`src/verilog/crypt_defs.svh`:
```
`ifndef CRYPT_DEFS_SVH
`define CRYPT_DEFS_SVH

// Memory side
`define CRYPT_DATA_W      32
`define CRYPT_ADDR_W      16
`define CRYPT_CNT_W       8

// Datapath sizing
`define CRYPT_FIFO_DEPTH  4
`define CRYPT_ROUNDS      8

// Host register map, word indices
`define CRYPT_REG_AW      3
`define CRYPT_REG_SRC     3'd0
`define CRYPT_REG_DST     3'd1
`define CRYPT_REG_CNT     3'd2
`define CRYPT_REG_KEY_LO  3'd3
`define CRYPT_REG_KEY_HI  3'd4
`define CRYPT_REG_CMD     3'd5
`define CRYPT_REG_STATUS  3'd6

`endif
```
`src/verilog/crypt_pkg.sv`:
```
`default_nettype none

`include "crypt_defs.svh"

package crypt_pkg;

  typedef enum logic [1:0] {
    IDLE,
    STARTING,
    WORKING,
    FINISHED
  } crypt_state_t;

  // Feistel view, right half sits in the low word
  typedef struct packed {
    logic [`CRYPT_DATA_W-1:0] left;
    logic [`CRYPT_DATA_W-1:0] right;
  } block_halves_t;

  // One 64-bit block, seen as memory words or as Feistel halves
  typedef union packed {
    logic [1:0][`CRYPT_DATA_W-1:0] word;
    block_halves_t                 half;
  } block_u;

  typedef struct packed {
    logic [`CRYPT_ADDR_W-1:0]   src_base;
    logic [`CRYPT_ADDR_W-1:0]   dst_base;
    logic [`CRYPT_CNT_W-1:0]    blk_count;
    logic [2*`CRYPT_DATA_W-1:0] key;
  } cfg_t;

  typedef struct packed {
    logic start;
  } stream_ctrl_t;

  typedef struct packed {
    logic done;
  } source_flags_t;

  typedef struct packed {
    logic done;
  } writer_flags_t;

  typedef struct packed {
    logic clear;
  } engine_ctrl_t;

  typedef struct packed {
    logic start;
  } slave_flags_t;

  typedef struct packed {
    logic done;
  } slave_ctrl_t;

endpackage

`default_nettype wire

```
`src/verilog/crypt_top.sv`:
```
`default_nettype none

`include "crypt_defs.svh"

module crypt_top (
  input  wire                       clk,
  input  wire                       reset_n,
  input  wire                       cfg_we_i,
  input  wire [`CRYPT_REG_AW-1:0]   cfg_addr_i,
  input  wire [`CRYPT_DATA_W-1:0]   cfg_wdata_i,
  output logic [`CRYPT_DATA_W-1:0]  cfg_rdata_o,
  output logic                      mem_rd_o,
  output logic [`CRYPT_ADDR_W-1:0]  mem_raddr_o,
  input  wire [`CRYPT_DATA_W-1:0]   mem_rdata_i,
  output logic                      mem_wr_o,
  output logic [`CRYPT_ADDR_W-1:0]  mem_waddr_o,
  output logic [`CRYPT_DATA_W-1:0]  mem_wdata_o,
  output logic                      done_o
);

  crypt_pkg::cfg_t            cfg;
  crypt_pkg::slave_flags_t    slave_flags;
  crypt_pkg::slave_ctrl_t     slave_ctrl;
  crypt_pkg::stream_ctrl_t    stream_ctrl;
  crypt_pkg::engine_ctrl_t    engine_ctrl;
  crypt_pkg::source_flags_t   source_flags;
  crypt_pkg::writer_flags_t   writer_flags;
  crypt_pkg::block_u          push_data;
  crypt_pkg::block_u          pop_data;
  logic                       busy;
  logic                       push;
  logic                       pop;
  logic                       fifo_empty;
  logic                       fifo_full;
  logic [$clog2(`CRYPT_FIFO_DEPTH+1)-1:0] fifo_count;

  crypt_regfile u_regfile (
    .clk           (clk),
    .reset_n       (reset_n),
    .cfg_we_i      (cfg_we_i),
    .cfg_addr_i    (cfg_addr_i),
    .cfg_wdata_i   (cfg_wdata_i),
    .cfg_rdata_o   (cfg_rdata_o),
    .busy_i        (busy),
    .slave_ctrl_i  (slave_ctrl),
    .slave_flags_o (slave_flags),
    .cfg_o         (cfg)
  );

  crypt_fsm u_fsm (
    .clk            (clk),
    .reset_n        (reset_n),
    .slave_flags_i  (slave_flags),
    .source_flags_i (source_flags),
    .writer_flags_i (writer_flags),
    .fifo_empty_i   (fifo_empty),
    .stream_ctrl_o  (stream_ctrl),
    .engine_ctrl_o  (engine_ctrl),
    .slave_ctrl_o   (slave_ctrl),
    .busy_o         (busy)
  );

  block_source u_source (
    .clk           (clk),
    .reset_n       (reset_n),
    .engine_ctrl_i (engine_ctrl),
    .stream_ctrl_i (stream_ctrl),
    .cfg_i         (cfg),
    .mem_rd_o      (mem_rd_o),
    .mem_raddr_o   (mem_raddr_o),
    .mem_rdata_i   (mem_rdata_i),
    .fifo_full_i   (fifo_full),
    .fifo_count_i  (fifo_count),
    .push_o        (push),
    .push_data_o   (push_data),
    .flags_o       (source_flags)
  );

  block_fifo u_fifo (
    .clk         (clk),
    .reset_n     (reset_n),
    .clear_i     (engine_ctrl.clear),
    .push_i      (push),
    .push_data_i (push_data),
    .pop_i       (pop),
    .pop_data_o  (pop_data),
    .empty_o     (fifo_empty),
    .full_o      (fifo_full),
    .count_o     (fifo_count)
  );

  cipher_writer u_writer (
    .clk           (clk),
    .reset_n       (reset_n),
    .engine_ctrl_i (engine_ctrl),
    .stream_ctrl_i (stream_ctrl),
    .cfg_i         (cfg),
    .fifo_empty_i  (fifo_empty),
    .pop_o         (pop),
    .pop_data_i    (pop_data),
    .mem_wr_o      (mem_wr_o),
    .mem_waddr_o   (mem_waddr_o),
    .mem_wdata_o   (mem_wdata_o),
    .flags_o       (writer_flags)
  );

  assign done_o = slave_ctrl.done;

endmodule

`default_nettype wire

```
`src/verilog/cipher_writer.sv`:
```
`default_nettype none

`include "crypt_defs.svh"

module cipher_writer (
  input  wire                          clk,
  input  wire                          reset_n,
  input  wire crypt_pkg::engine_ctrl_t engine_ctrl_i,
  input  wire crypt_pkg::stream_ctrl_t stream_ctrl_i,
  input  wire crypt_pkg::cfg_t         cfg_i,
  input  wire                          fifo_empty_i,
  output logic                         pop_o,
  input  wire crypt_pkg::block_u       pop_data_i,
  output logic                         mem_wr_o,
  output logic [`CRYPT_ADDR_W-1:0]     mem_waddr_o,
  output logic [`CRYPT_DATA_W-1:0]     mem_wdata_o,
  output crypt_pkg::writer_flags_t     flags_o
);

  localparam int W  = `CRYPT_DATA_W;
  localparam int SW = $clog2(`CRYPT_ROUNDS + 2);
  localparam logic [SW-1:0] WR0 = SW'(`CRYPT_ROUNDS);
  localparam logic [SW-1:0] WR1 = SW'(`CRYPT_ROUNDS + 1);

  logic                     active_q;
  logic                     running_q;
  logic                     done_q;
  logic [SW-1:0]            step_q;
  logic [`CRYPT_CNT_W-1:0]  blocks_left_q;
  logic [`CRYPT_ADDR_W-1:0] dst_q;
  logic [2*W-1:0]           key_q;
  crypt_pkg::block_u        blk_q;
  crypt_pkg::block_u        blk_next;
  logic [W-1:0]             subkey;
  logic [W-1:0]             sum;
  logic                     last_wr;

  assign last_wr = running_q && (step_q == WR1);

  // Next block may come out during the last write of the current one
  assign pop_o = active_q && !fifo_empty_i &&
                 (!running_q || (last_wr && blocks_left_q != `CRYPT_CNT_W'(1)));

  // One Feistel round, step_q is the round index
  always_comb begin
    subkey = step_q[0] ? key_q[2*W-1:W] : key_q[W-1:0];
    subkey = subkey ^ W'(step_q);
    sum    = blk_q.half.right + subkey;
    blk_next.half.left  = blk_q.half.right;
    blk_next.half.right = blk_q.half.left ^ ((sum << 5) | (sum >> (W - 5)));
  end

  assign mem_wr_o     = running_q && (step_q >= WR0);
  assign mem_waddr_o  = dst_q + `CRYPT_ADDR_W'(last_wr);
  assign mem_wdata_o  = last_wr ? blk_q.word[1] : blk_q.word[0];
  assign flags_o.done = done_q;

  always_ff @(posedge clk or negedge reset_n) begin
    if (!reset_n) begin
      active_q      <= 1'b0;
      running_q     <= 1'b0;
      done_q        <= 1'b0;
      step_q        <= '0;
      blocks_left_q <= '0;
      dst_q         <= '0;
      key_q         <= '0;
    end else if (engine_ctrl_i.clear) begin
      active_q  <= 1'b0;
      running_q <= 1'b0;
      done_q    <= 1'b0;
    end else if (stream_ctrl_i.start) begin
      active_q      <= (cfg_i.blk_count != '0);
      done_q        <= (cfg_i.blk_count == '0);
      blocks_left_q <= cfg_i.blk_count;
      dst_q         <= cfg_i.dst_base;
      key_q         <= cfg_i.key;
    end else begin
      if (pop_o) begin
        running_q <= 1'b1;
        step_q    <= '0;
      end else if (running_q) begin
        running_q <= !last_wr;
        step_q    <= step_q + 1'b1;
      end
      if (last_wr) begin
        blocks_left_q <= blocks_left_q - 1'b1;
        dst_q         <= dst_q + `CRYPT_ADDR_W'(2);
        if (blocks_left_q == `CRYPT_CNT_W'(1)) begin
          active_q <= 1'b0;
          done_q   <= 1'b1;
        end
      end
    end
  end

  // Block register, loaded on pop then updated once per round
  always_ff @(posedge clk) begin
    if (pop_o) begin
      blk_q <= pop_data_i;
    end else if (running_q && (step_q < WR0)) begin
      blk_q <= blk_next;
    end
  end

endmodule

`default_nettype wire

```
`src/verilog/block_fifo.sv`:
```
`default_nettype none

`include "crypt_defs.svh"

module block_fifo (
  input  wire                                    clk,
  input  wire                                    reset_n,
  input  wire                                    clear_i,
  input  wire                                    push_i,
  input  wire crypt_pkg::block_u                 push_data_i,
  input  wire                                    pop_i,
  output crypt_pkg::block_u                      pop_data_o,
  output logic                                   empty_o,
  output logic                                   full_o,
  output logic [$clog2(`CRYPT_FIFO_DEPTH+1)-1:0] count_o
);

  localparam int PW = $clog2(`CRYPT_FIFO_DEPTH);
  localparam int CW = $clog2(`CRYPT_FIFO_DEPTH + 1);

  crypt_pkg::block_u mem_q [`CRYPT_FIFO_DEPTH];
  logic [PW-1:0]     wr_ptr_q;
  logic [PW-1:0]     rd_ptr_q;
  logic [CW-1:0]     count_q;

  function automatic logic [PW-1:0] ptr_inc(input logic [PW-1:0] ptr);
    return (ptr == PW'(`CRYPT_FIFO_DEPTH - 1)) ? '0 : ptr + 1'b1;
  endfunction

  always_ff @(posedge clk or negedge reset_n) begin
    if (!reset_n) begin
      wr_ptr_q <= '0;
      rd_ptr_q <= '0;
      count_q  <= '0;
    end else if (clear_i) begin
      wr_ptr_q <= '0;
      rd_ptr_q <= '0;
      count_q  <= '0;
    end else begin
      if (push_i) begin
        wr_ptr_q <= ptr_inc(wr_ptr_q);
      end
      if (pop_i) begin
        rd_ptr_q <= ptr_inc(rd_ptr_q);
      end
      count_q <= count_q + CW'(push_i) - CW'(pop_i);
    end
  end

  always_ff @(posedge clk) begin
    if (push_i) begin
      mem_q[wr_ptr_q] <= push_data_i;
    end
  end

  // Head entry is visible before the pop
  assign pop_data_o = mem_q[rd_ptr_q];
  assign empty_o    = (count_q == '0);
  assign full_o     = (count_q == CW'(`CRYPT_FIFO_DEPTH));
  assign count_o    = count_q;

  no_overflow: assert property (@(posedge clk) disable iff (!reset_n)
    push_i |-> !full_o)
    else $error("block source pushed into a full FIFO");

  no_underflow: assert property (@(posedge clk) disable iff (!reset_n)
    pop_i |-> !empty_o)
    else $error("cipher writer popped an empty FIFO");

endmodule

`default_nettype wire

```
`src/verilog/block_source.sv`:
```
`default_nettype none

`include "crypt_defs.svh"

module block_source (
  input  wire                                    clk,
  input  wire                                    reset_n,
  input  wire crypt_pkg::engine_ctrl_t           engine_ctrl_i,
  input  wire crypt_pkg::stream_ctrl_t           stream_ctrl_i,
  input  wire crypt_pkg::cfg_t                   cfg_i,
  output logic                                   mem_rd_o,
  output logic [`CRYPT_ADDR_W-1:0]               mem_raddr_o,
  input  wire [`CRYPT_DATA_W-1:0]                mem_rdata_i,
  input  wire                                    fifo_full_i,
  input  wire [$clog2(`CRYPT_FIFO_DEPTH+1)-1:0]  fifo_count_i,
  output logic                                   push_o,
  output crypt_pkg::block_u                      push_data_o,
  output crypt_pkg::source_flags_t               flags_o
);

  localparam int CW = $clog2(`CRYPT_FIFO_DEPTH + 1);

  logic                     active_q;
  logic                     done_q;
  logic [`CRYPT_ADDR_W-1:0] rd_addr_q;
  logic [`CRYPT_CNT_W:0]    words_left_q;
  logic [`CRYPT_CNT_W-1:0]  blocks_left_q;
  logic                     odd_q;
  logic                     rd_valid_q;
  logic                     rd_odd_q;
  logic [1:0]               flight_q;
  logic [`CRYPT_DATA_W-1:0] lo_q;
  logic [CW:0]              committed;
  logic                     can_open;

  // FIFO entries plus blocks opened by a read but not pushed yet
  assign committed = {1'b0, fifo_count_i} + (CW+1)'(flight_q);
  assign can_open  = !fifo_full_i && (committed < (CW+1)'(`CRYPT_FIFO_DEPTH));

  // Word 1 always follows its word 0, only a new block waits for space
  assign mem_rd_o    = active_q && (words_left_q != '0) && (odd_q || can_open);
  assign mem_raddr_o = rd_addr_q;

  assign push_o       = rd_valid_q && rd_odd_q;
  assign flags_o.done = done_q;

  always_comb begin
    push_data_o.word[0] = lo_q;
    push_data_o.word[1] = mem_rdata_i;
  end

  always_ff @(posedge clk or negedge reset_n) begin
    if (!reset_n) begin
      active_q      <= 1'b0;
      done_q        <= 1'b0;
      rd_addr_q     <= '0;
      words_left_q  <= '0;
      blocks_left_q <= '0;
      odd_q         <= 1'b0;
      rd_valid_q    <= 1'b0;
      rd_odd_q      <= 1'b0;
      flight_q      <= '0;
    end else if (engine_ctrl_i.clear) begin
      active_q   <= 1'b0;
      done_q     <= 1'b0;
      odd_q      <= 1'b0;
      rd_valid_q <= 1'b0;
      flight_q   <= '0;
    end else begin
      rd_valid_q <= mem_rd_o;
      rd_odd_q   <= odd_q;
      flight_q   <= flight_q + 2'(mem_rd_o && !odd_q) - 2'(push_o);
      if (stream_ctrl_i.start) begin
        // Empty run reports done straight away
        active_q      <= (cfg_i.blk_count != '0);
        done_q        <= (cfg_i.blk_count == '0);
        rd_addr_q     <= cfg_i.src_base;
        words_left_q  <= {cfg_i.blk_count, 1'b0};
        blocks_left_q <= cfg_i.blk_count;
        odd_q         <= 1'b0;
      end else begin
        if (mem_rd_o) begin
          rd_addr_q    <= rd_addr_q + 1'b1;
          words_left_q <= words_left_q - 1'b1;
          odd_q        <= !odd_q;
        end
        if (push_o) begin
          blocks_left_q <= blocks_left_q - 1'b1;
          if (blocks_left_q == `CRYPT_CNT_W'(1)) begin
            active_q <= 1'b0;
            done_q   <= 1'b1;
          end
        end
      end
    end
  end

  // Low word waits here for its partner
  always_ff @(posedge clk) begin
    if (rd_valid_q && !rd_odd_q) begin
      lo_q <= mem_rdata_i;
    end
  end

endmodule

`default_nettype wire

```
`src/verilog/crypt_fsm.sv`:
```
`default_nettype none

module crypt_fsm (
  input  wire                            clk,
  input  wire                            reset_n,
  input  wire crypt_pkg::slave_flags_t   slave_flags_i,
  input  wire crypt_pkg::source_flags_t  source_flags_i,
  input  wire crypt_pkg::writer_flags_t  writer_flags_i,
  input  wire                            fifo_empty_i,
  output crypt_pkg::stream_ctrl_t        stream_ctrl_o,
  output crypt_pkg::engine_ctrl_t        engine_ctrl_o,
  output crypt_pkg::slave_ctrl_t         slave_ctrl_o,
  output logic                           busy_o
);

  crypt_pkg::crypt_state_t state_q;
  crypt_pkg::crypt_state_t state_d;

  always_ff @(posedge clk or negedge reset_n) begin
    if (!reset_n) begin
      state_q <= crypt_pkg::IDLE;
    end else begin
      state_q <= state_d;
    end
  end

  // Next state
  always_comb begin
    state_d = state_q;
    case (state_q)
      crypt_pkg::IDLE: begin
        if (slave_flags_i.start) begin
          state_d = crypt_pkg::STARTING;
        end
      end
      crypt_pkg::STARTING: begin
        state_d = crypt_pkg::WORKING;
      end
      crypt_pkg::WORKING: begin
        // Both streams finished and nothing left in the buffer
        if (source_flags_i.done && writer_flags_i.done && fifo_empty_i) begin
          state_d = crypt_pkg::FINISHED;
        end
      end
      crypt_pkg::FINISHED: begin
        state_d = crypt_pkg::IDLE;
      end
      default: begin
        state_d = crypt_pkg::IDLE;
      end
    endcase
  end

  // Outputs decoded from the current state only
  always_comb begin
    engine_ctrl_o       = '0;
    stream_ctrl_o       = '0;
    slave_ctrl_o        = '0;
    engine_ctrl_o.clear = (state_q == crypt_pkg::IDLE);
    stream_ctrl_o.start = (state_q == crypt_pkg::STARTING);
    slave_ctrl_o.done   = (state_q == crypt_pkg::FINISHED);
  end

  assign busy_o = (state_q != crypt_pkg::IDLE);

  finished_one_cycle: assert property (@(posedge clk) disable iff (!reset_n)
    (state_q == crypt_pkg::FINISHED) |=> (state_q == crypt_pkg::IDLE))
    else $error("FINISHED held for more than one cycle");

endmodule

`default_nettype wire

```
`src/verilog/crypt_regfile.sv`:
```
`default_nettype none

`include "crypt_defs.svh"

module crypt_regfile (
  input  wire                       clk,
  input  wire                       reset_n,
  input  wire                       cfg_we_i,
  input  wire [`CRYPT_REG_AW-1:0]   cfg_addr_i,
  input  wire [`CRYPT_DATA_W-1:0]   cfg_wdata_i,
  output logic [`CRYPT_DATA_W-1:0]  cfg_rdata_o,
  input  wire                       busy_i,
  input  wire crypt_pkg::slave_ctrl_t slave_ctrl_i,
  output crypt_pkg::slave_flags_t   slave_flags_o,
  output crypt_pkg::cfg_t           cfg_o
);

  crypt_pkg::cfg_t cfg_q;
  logic            start_q;
  logic            done_q;
  logic            cmd_start;

  // A start already in flight also counts as busy
  assign cmd_start = cfg_we_i && (cfg_addr_i == `CRYPT_REG_CMD) && cfg_wdata_i[0] &&
                     !busy_i && !start_q;

  always_ff @(posedge clk or negedge reset_n) begin
    if (!reset_n) begin
      cfg_q   <= '0;
      start_q <= 1'b0;
      done_q  <= 1'b0;
    end else begin
      start_q <= cmd_start;
      // Sticky done, dropped when the next run starts
      if (start_q) begin
        done_q <= 1'b0;
      end else if (slave_ctrl_i.done) begin
        done_q <= 1'b1;
      end
      if (cfg_we_i) begin
        case (cfg_addr_i)
          `CRYPT_REG_SRC:    cfg_q.src_base  <= cfg_wdata_i[`CRYPT_ADDR_W-1:0];
          `CRYPT_REG_DST:    cfg_q.dst_base  <= cfg_wdata_i[`CRYPT_ADDR_W-1:0];
          `CRYPT_REG_CNT:    cfg_q.blk_count <= cfg_wdata_i[`CRYPT_CNT_W-1:0];
          `CRYPT_REG_KEY_LO: cfg_q.key[`CRYPT_DATA_W-1:0] <= cfg_wdata_i;
          `CRYPT_REG_KEY_HI: cfg_q.key[2*`CRYPT_DATA_W-1:`CRYPT_DATA_W] <= cfg_wdata_i;
          default: ;
        endcase
      end
    end
  end

  // Readback
  always_comb begin
    case (cfg_addr_i)
      `CRYPT_REG_SRC:    cfg_rdata_o = `CRYPT_DATA_W'(cfg_q.src_base);
      `CRYPT_REG_DST:    cfg_rdata_o = `CRYPT_DATA_W'(cfg_q.dst_base);
      `CRYPT_REG_CNT:    cfg_rdata_o = `CRYPT_DATA_W'(cfg_q.blk_count);
      `CRYPT_REG_KEY_LO: cfg_rdata_o = cfg_q.key[`CRYPT_DATA_W-1:0];
      `CRYPT_REG_KEY_HI: cfg_rdata_o = cfg_q.key[2*`CRYPT_DATA_W-1:`CRYPT_DATA_W];
      `CRYPT_REG_STATUS: cfg_rdata_o = `CRYPT_DATA_W'({done_q, busy_i});
      default:           cfg_rdata_o = '0;
    endcase
  end

  assign slave_flags_o.start = start_q;
  assign cfg_o               = cfg_q;

  // The FSM is idle when start arrives and picks it up on the next edge
  start_accepted: assert property (@(posedge clk) disable iff (!reset_n)
    slave_flags_o.start |-> !busy_i ##1 busy_i)
    else $error("start pulse not taken cleanly by the control FSM");

endmodule

`default_nettype wire

```
`config.mk`:
```
export PLATFORM = sky130hd
export DESIGN_NAME = crypt_top
export DESIGN_NICKNAME = d
export VERILOG_FILES = /design/src/verilog/crypt_pkg.sv /design/src/verilog/crypt_top.sv /design/src/verilog/cipher_writer.sv /design/src/verilog/block_fifo.sv /design/src/verilog/block_source.sv /design/src/verilog/crypt_fsm.sv /design/src/verilog/crypt_regfile.sv
export VERILOG_INCLUDE_DIRS = /design/src /design/src/verilog
export SDC_FILE = /design/constraint.sdc
export NUM_CORES = 1
export LEC_CHECK = 0
export ABC_AREA = 1
export BUFFER_PORTS_ARGS = -buffer_cell sky130_fd_sc_hd__buf_2
export CAP_MARGIN = 20
export CORE_UTILIZATION = 29
export DETAILED_ROUTE_END_ITERATION = 8
export GPL_ROUTABILITY_DRIVEN = 0
export GPL_TIMING_DRIVEN = 0
export HOLD_SLACK_MARGIN = 0.15
export PLACE_DENSITY = 0.44
export SLEW_MARGIN = 25
export SYNTH_ARGS = -nofsm -noshare
export SYNTH_HDL_FRONTEND = slang
export SYNTH_SLANG_ARGS = --single-unit
export TNS_END_PERCENT = 30
```
`constraint.sdc`:
```
create_clock -name clk -period 7.7 [get_ports clk]
set_input_delay 1.155 -clock clk [delete_from_list [all_inputs] [get_ports clk]]
set_output_delay 1.155 -clock clk [all_outputs]
set_load 0.02 [all_outputs]
```
### Yosys cells after proc, flatten, opt, wreduce, memory -nomap -nowiden

Memories as Yosys holds them, arrays and structs flattened.
Cells that the tools add are included.
Widths: inputs -> output; s select.

* add/subtract/negate cells: 15
* $lt $le $gt $ge: 3
* equality and inequality tests: 19
* mux-type cells: 56
* bitwise gates (word level): 5
* reductions and logical operators: 61

Operators with widths (count)
* $pmux 32 s6: 1
* $mux 64: 2
* $mux 16: 4
* $mux 32: 2
* $add 32x32->32: 1
* $mux 8: 4
* $or 32x5->32: 1
* $xor 32x32->32: 1
* $xor 32x4->32: 1
* $mux 1: 28
* $reduce_and 2->1: 12
* $logic_and 1x1->1: 18
* $mux 2: 9
* $mux 9: 2
* $reduce_bool 2->1: 9
* $add 16x1->16: 1
* $add 16x1->16 const B: 1
* $add 16x2->16 const B: 1
* $eq 8x1->1 const B: 2
* $sub 8x1->8 const B: 2
* $reduce_bool 3->1: 5
* $eq 3x3->1 const B: 4
* $reduce_bool 9->1: 1
* $sub 9x1->9 const B: 1
* 28 further kinds: 46

* flip-flop bits (word level): 346
* RAM bits: 256
* input bits: 70
* output and inout bits: 99
* word-level logic and storage cells: 189
* memories: 1

Memory list
* u_fifo.mem_q: words 4, width 64, read ports 1, clocked after memory_dff 0, write ports 1, line block_fifo.sv:21 `` crypt_pkg::block_u mem_q [`CRYPT_FIFO_DEPTH]; ``

### Depth between registers and ports, before layout

* depth after elaboration: 9
* gate-level depth with buffers: 19
* gate-level depth less buffers: 17

### Hierarchy

From an unflattened synthesis, not the netlist that was laid out.

* cells, all modules: 3456
* area total of the unflattened synthesis: 30461.7 um2

By module, submodules not included
* cipher_writer: instances 1, cells an instance 1562, area an instance 10689.0 um2, seq. area each 4299.1 um2
* block_fifo: instances 1, cells an instance 803, area an instance 10679.0 um2, seq. area each 7862.5 um2
* crypt_regfile: instances 1, cells an instance 599, area an instance 4962.3 um2, seq. area each 2652.5 um2
* block_source: instances 1, cells an instance 471, area an instance 3952.5 um2, seq. area each 1961.9 um2
* crypt_fsm: instances 1, cells an instance 21, area an instance 178.9 um2, seq. area each 50.0 um2

### Worst setup path after synthesis

Ideal clock, no wire load.

* kind: reg2reg
* from: reg u_writer.running_q
* to: reg u_writer.blk_q[0] (netlist name) (enable)
* setup time: 0.574 ns
* arrival time: 4.983 ns
* required time: 7.126 ns
* setup slack: 2.143 ns
* stages on the path, launching flop included: 3
* path buffers: 0
* clock period less this slack: 5.557 ns
* path through: dfrtp_1 -> inv_1 -> o21ai_0

* cells in the longest elaborated chain, start to end: 5
* elaborated cells on any way between the ends: 7
* those cells by class: reduce/logical (7)

Ends and longest elaborated chain
* start: declaration: line cipher_writer.sv:26 `logic running_q;`
* start signal: assignment: line cipher_writer.sv:82 `running_q <= !last_wr;`
* $logic_and 1x1->1: line cipher_writer.sv:38 `assign last_wr = running_q && (step_q == WR1);`
* $logic_and 1x1->1: line cipher_writer.sv:42 `` (!running_q || (last_wr && blocks_left_q != `CRYPT_CNT_W'(1))); ``
* $logic_or 1x1->1: line cipher_writer.sv:42
* $logic_and 1x1->1: line cipher_writer.sv:41 `assign pop_o = active_q && !fifo_empty_i &&`
* $reduce_bool 2->1 (no source line) (*)
* end signal: assignment: line cipher_writer.sv:99 `blk_q <= pop_data_i;`
* end signal: assignment: line cipher_writer.sv:101 `blk_q <= blk_next;`
* end: declaration: line cipher_writer.sv:32 `crypt_pkg::block_u blk_q;`

Mark *: on every way between the ends. The rest lies on a longest branch, timed or not.
A chain may end at the register's enable or synchronous reset.

### Worst setup path after layout

* from: reg u_writer.step_q[1]
* to: out mem_waddr_o[5]

* cells in the longest elaborated chain, start to end: 3

Ends and longest elaborated chain
* start: declaration: line cipher_writer.sv:28 `logic [SW-1:0] step_q;`
* start signal: assignment: line cipher_writer.sv:83 `step_q <= step_q + 1'b1;`
* $eq 4x4->1: line cipher_writer.sv:38
* $logic_and 1x1->1: line cipher_writer.sv:38
* $add 16x1->16: line cipher_writer.sv:54 `` assign mem_waddr_o = dst_q + `CRYPT_ADDR_W'(last_wr); ``
* end: declaration: line crypt_top.sv:16 `` output logic [`CRYPT_ADDR_W-1:0] mem_waddr_o, ``

Every way passes these cells.

==> summary.md <==
| Metric | Value |
|---|---|
| Status | finished with violations |
| Failing checks | DRC |
| H-tree lvl count | 3 |
| Post-synthesis simple-gate area fraction | 18.65% |
| Clk_lat worst skew | 660 ps |
| Post-Syn Nets | 3201 |
| Count leader, synth | nand2_1 |
| Leakage power | 14.77 nW |
| Final period util | 67.44% |
| Crit Path Category | reg -> out |
| Max clock buf depth | 3 |
| Post-synth EDFFs | 352 |
| Clk root buf | clkbuf_16 |
| Die height | 315.1 µm |
| Fmax | 192.6 MHz |
| Layout cells sized above 1 | 11.24% |
| Sequential area share after synthesis | 59.19% |
| Vias in the first global route | 21.31k |
| Main combinational cell family by area after synthesis | simple AND/OR/NAND/NOR gates |
| Cts repair resizes | 0 |
| Post-detail-place hpwl | 70.55 mm |
| CTS tree | yes |
| Placed cell areas | 31400 µm² |
| Overflow after GRT | 0 |
| Remaining routing DRC violations | 18 |
| R2R cell count | 16 |
| Layout Area Growth over Synthesis | 19.30% |
| I/O Buffers | 167 |
| Clock Sinks | 602 |
| DRT Wirelength | 94.65 mm |
| Max IR drop VDD | 0.1721 mV |
| Dominant synthesized flop cell | edfxtp_1 |
| Final nets | 3463 |
| Largest net degree at the start of global routing | 86 |
| Worst Setup End Kind | primary output |
| Largest fanout on the critical path | 10 |
| Top-area cell type share of the netlist area | 37.18% |
| Top cells by count, synth | 975 x nand2_1, 360 x o21ai_0, 352 x edfxtp_1 |
| Final instance area | 33910 µm² |
| Slew HR | 27.52% |
| Pins Over Slew Limit | 0 |
| Synth top area cells | edfxtp_1 37%, dfrtp_1 22%, nand2_1 13% |
| Max cap viols | 0 |
| Adder-cell share of the synthesized area | 2.650% |
| Worst-margin pin slew | 1087 ps |
| Syn avg cell area | 9.254 µm² |
| PnR Total Power | 14.82 mW |
| Asr flop ratio synth | 41.53% |
| Ys Warns | 0 |
| WL met3 | 3.901 mm |
| Min cycle time layout | 5193 ps |
| Total die area | 99280 µm² |
| Num rows | 114 |
| Global Route Usage Sum | 19.07% |
| Slowest-stage cell, CP | buf_1 |
| RSZ-0062 raised after global routing | false |
| Mapped Cells | 3072 |
| Hold Path Class | in -> async |
| Wire per inst | 20.28 µm |
| Initial DRT Pass Iterations | 7 |
| Post-synthesis cell type count | 49 |
| Initial DRC count | 1875 |
| Final setup fails | 0 |
| Hold Violations, Final | 0 |
| Clk pin slew, worst setup/hold paths | 60 ps |
| Metal-1 WL | 44.64 mm |
| Critical path arrival | 4040 ps |
| Initial core utilization | 29.35% |
| Mux cell area share after synthesis | 0% |
| Yosys reg bits | 602 |
| Setup bufs post-CTS | 0 |
| Wire length on met2 | 43.90 mm |
| Xor and xnor area share after synthesis | 2.588% |
| Filler cell count | 9978 |
| Pwr dens | 437.1 nW/µm² |
| Synth Area in Compound Gates | 11.02% |
| Die width | 315.1 µm |
| Antenna-violating nets left | 0 |
| Hold_buf cts | 0 |
| Number of top-level pins | 169 |
| Worst path cell trace | inv_1 > ha_1 > nand3_1 > nor2_4 > buf_1 > ha_1 > clkbuf_1 > inv_1 > nor2_1 > xor2_1 > buf_2 |
| Fin Clk Skew | 52.23 ps |
| Worst endpoint required time | 6550 ps |
| Biggest cell delay along the critical path | 580 ps |
| Initial antenna violation count | 3 |
| Mapped Area | 28430 µm² |
| Global-route wire length before repair | 140.1 mm |
| Top layer used by detailed routing | met4 |
| Critical Path Start Type | flop |
| Vias per cell | 4.687 |
| Num CTS Buffers | 74 |
| Post-synth top area cell | edfxtp_1 |
| Via count | 21.88k |
| Core box area | 96850 µm² |
## cells by family after synthesis
kind of cell               Yosys count
and+or+nand+nor                   1339
DFF                                602
AOI/OAI and AO/OA                  567
buffers and inverters              421
xor gates and xnor gates            84
adders and majority gates           59
## where the power goes
group / switching, mW / total [mW] / internal (mW)
sequential: 0.646 / 5.04 / 4.39
clock: 1.48 / 3.58 / 2.09
combinational: 4.21 / 6.21 / 1.99
## state kept, by name, summed over array words and instances, names as in the netlist, 8 cells and up
register	flops
u_source.blocks_left_q	8
u_source.mem_raddr_o	16
u_source.lo_q	32
u_fifo.mem_q	256
u_writer.key_q	64
u_writer.blocks_left_q	8
u_writer.dst_q	16
u_source.words_left_q	9
u_writer.blk_q	64
u_regfile.cfg_o	104
## critical path, delay by kind of cell, from the launching register on
| family | cells | cell delay, ps |
|---|---|---|
| buffers and inverters | 5 | 1510 |
| XOR/XNOR | 1 | 230 |
| flip-flops | 1 | 420 |
| AND/OR/NAND/NOR | 3 | 670 |
| adder cells (fa/ha/maj) | 2 | 560 |
## cell usage in the layout, fill, tap and decap left out, types with 6 or more instances in the layout
cell,instances
a21oi_1,46
buf_6,6
a22oi_1,7
nor3_1,14
ha_1,57
inv_1,278
xnor2_1,13
a31oi_1,11
o2111ai_1,10
nor2_4,7
nand2_1,975
buf_2,200
dfrtp_1,250
clkbuf_16,76
clkbuf_1,100
clkinv_2,15
o21ai_1,27
o21ai_0,359
o22ai_1,70
inv_2,7
a22o_1,18
nor2_1,239
edfxtp_1,352
buf_1,7
buf_12,6
nand4_1,16
buf_16,13
xor2_1,71
clkbuf_8,9
nand3_1,61
## layout make-up
class	count	area, µm²	share of cell area (%)
Sequential cell	602	16830	49.61
Multi-Input combinational cell	2049	9972	29.40
Clock buffer	99	2078	6.128
Tap cell	1276	1597	4.708
Timing Repair Buffer	186	1324	3.903
Inverter	286	1076	3.173
Buffer	135	601.8	1.775
Clock inverter	34	436.7	1.288
Antenna cell	1	2.502	0.007379
## per-layer routing
layer | up-vias | track usage [%]
met5 | - | 0
met4 | 0 | 5.616
li1 | 10700 | -
met1 | 10580 | 27.04
met3 | 120 | 2.243
met2 | 469 | 30.44
## final timing paths
check,from,to,slack [ps]
worst max-delay path,u_writer.step_q[1],mem_waddr_o[5],2510
worst min-delay path,reset_n,u_fifo.rd_ptr_q[0],290
worst max register to register,u_writer.step_q[0],u_writer.blk_q[27],4040
worst min register to register,u_regfile.slave_flags_o,u_regfile.done_q,440
max in group asynchronous,reset_n,u_regfile.cfg_o[20],5890
min in group clk,u_regfile.slave_flags_o,u_regfile.done_q,440
## metrics by stage
step / TNS, ps / utilization [%] / instances / hold WS [ps] / setup WS (ps)
after floorplan: 0 / - / 3072 / 395.6 / 2143
after global placement: -68410 / 31.86 / 4515 / 416.3 / -1085
after detailed placement: 0 / 32.42 / 4534 / 429.8 / 3158
after CTS: 0 / 35.01 / 4667 / 247.1 / 2438
after global routing: 0 / 35.01 / 4667 / 272.1 / 2233
final: 0 / 35.02 / 4668 / 287.9 / 2507
No activity file was read; power rests on OpenSTA's default activity.
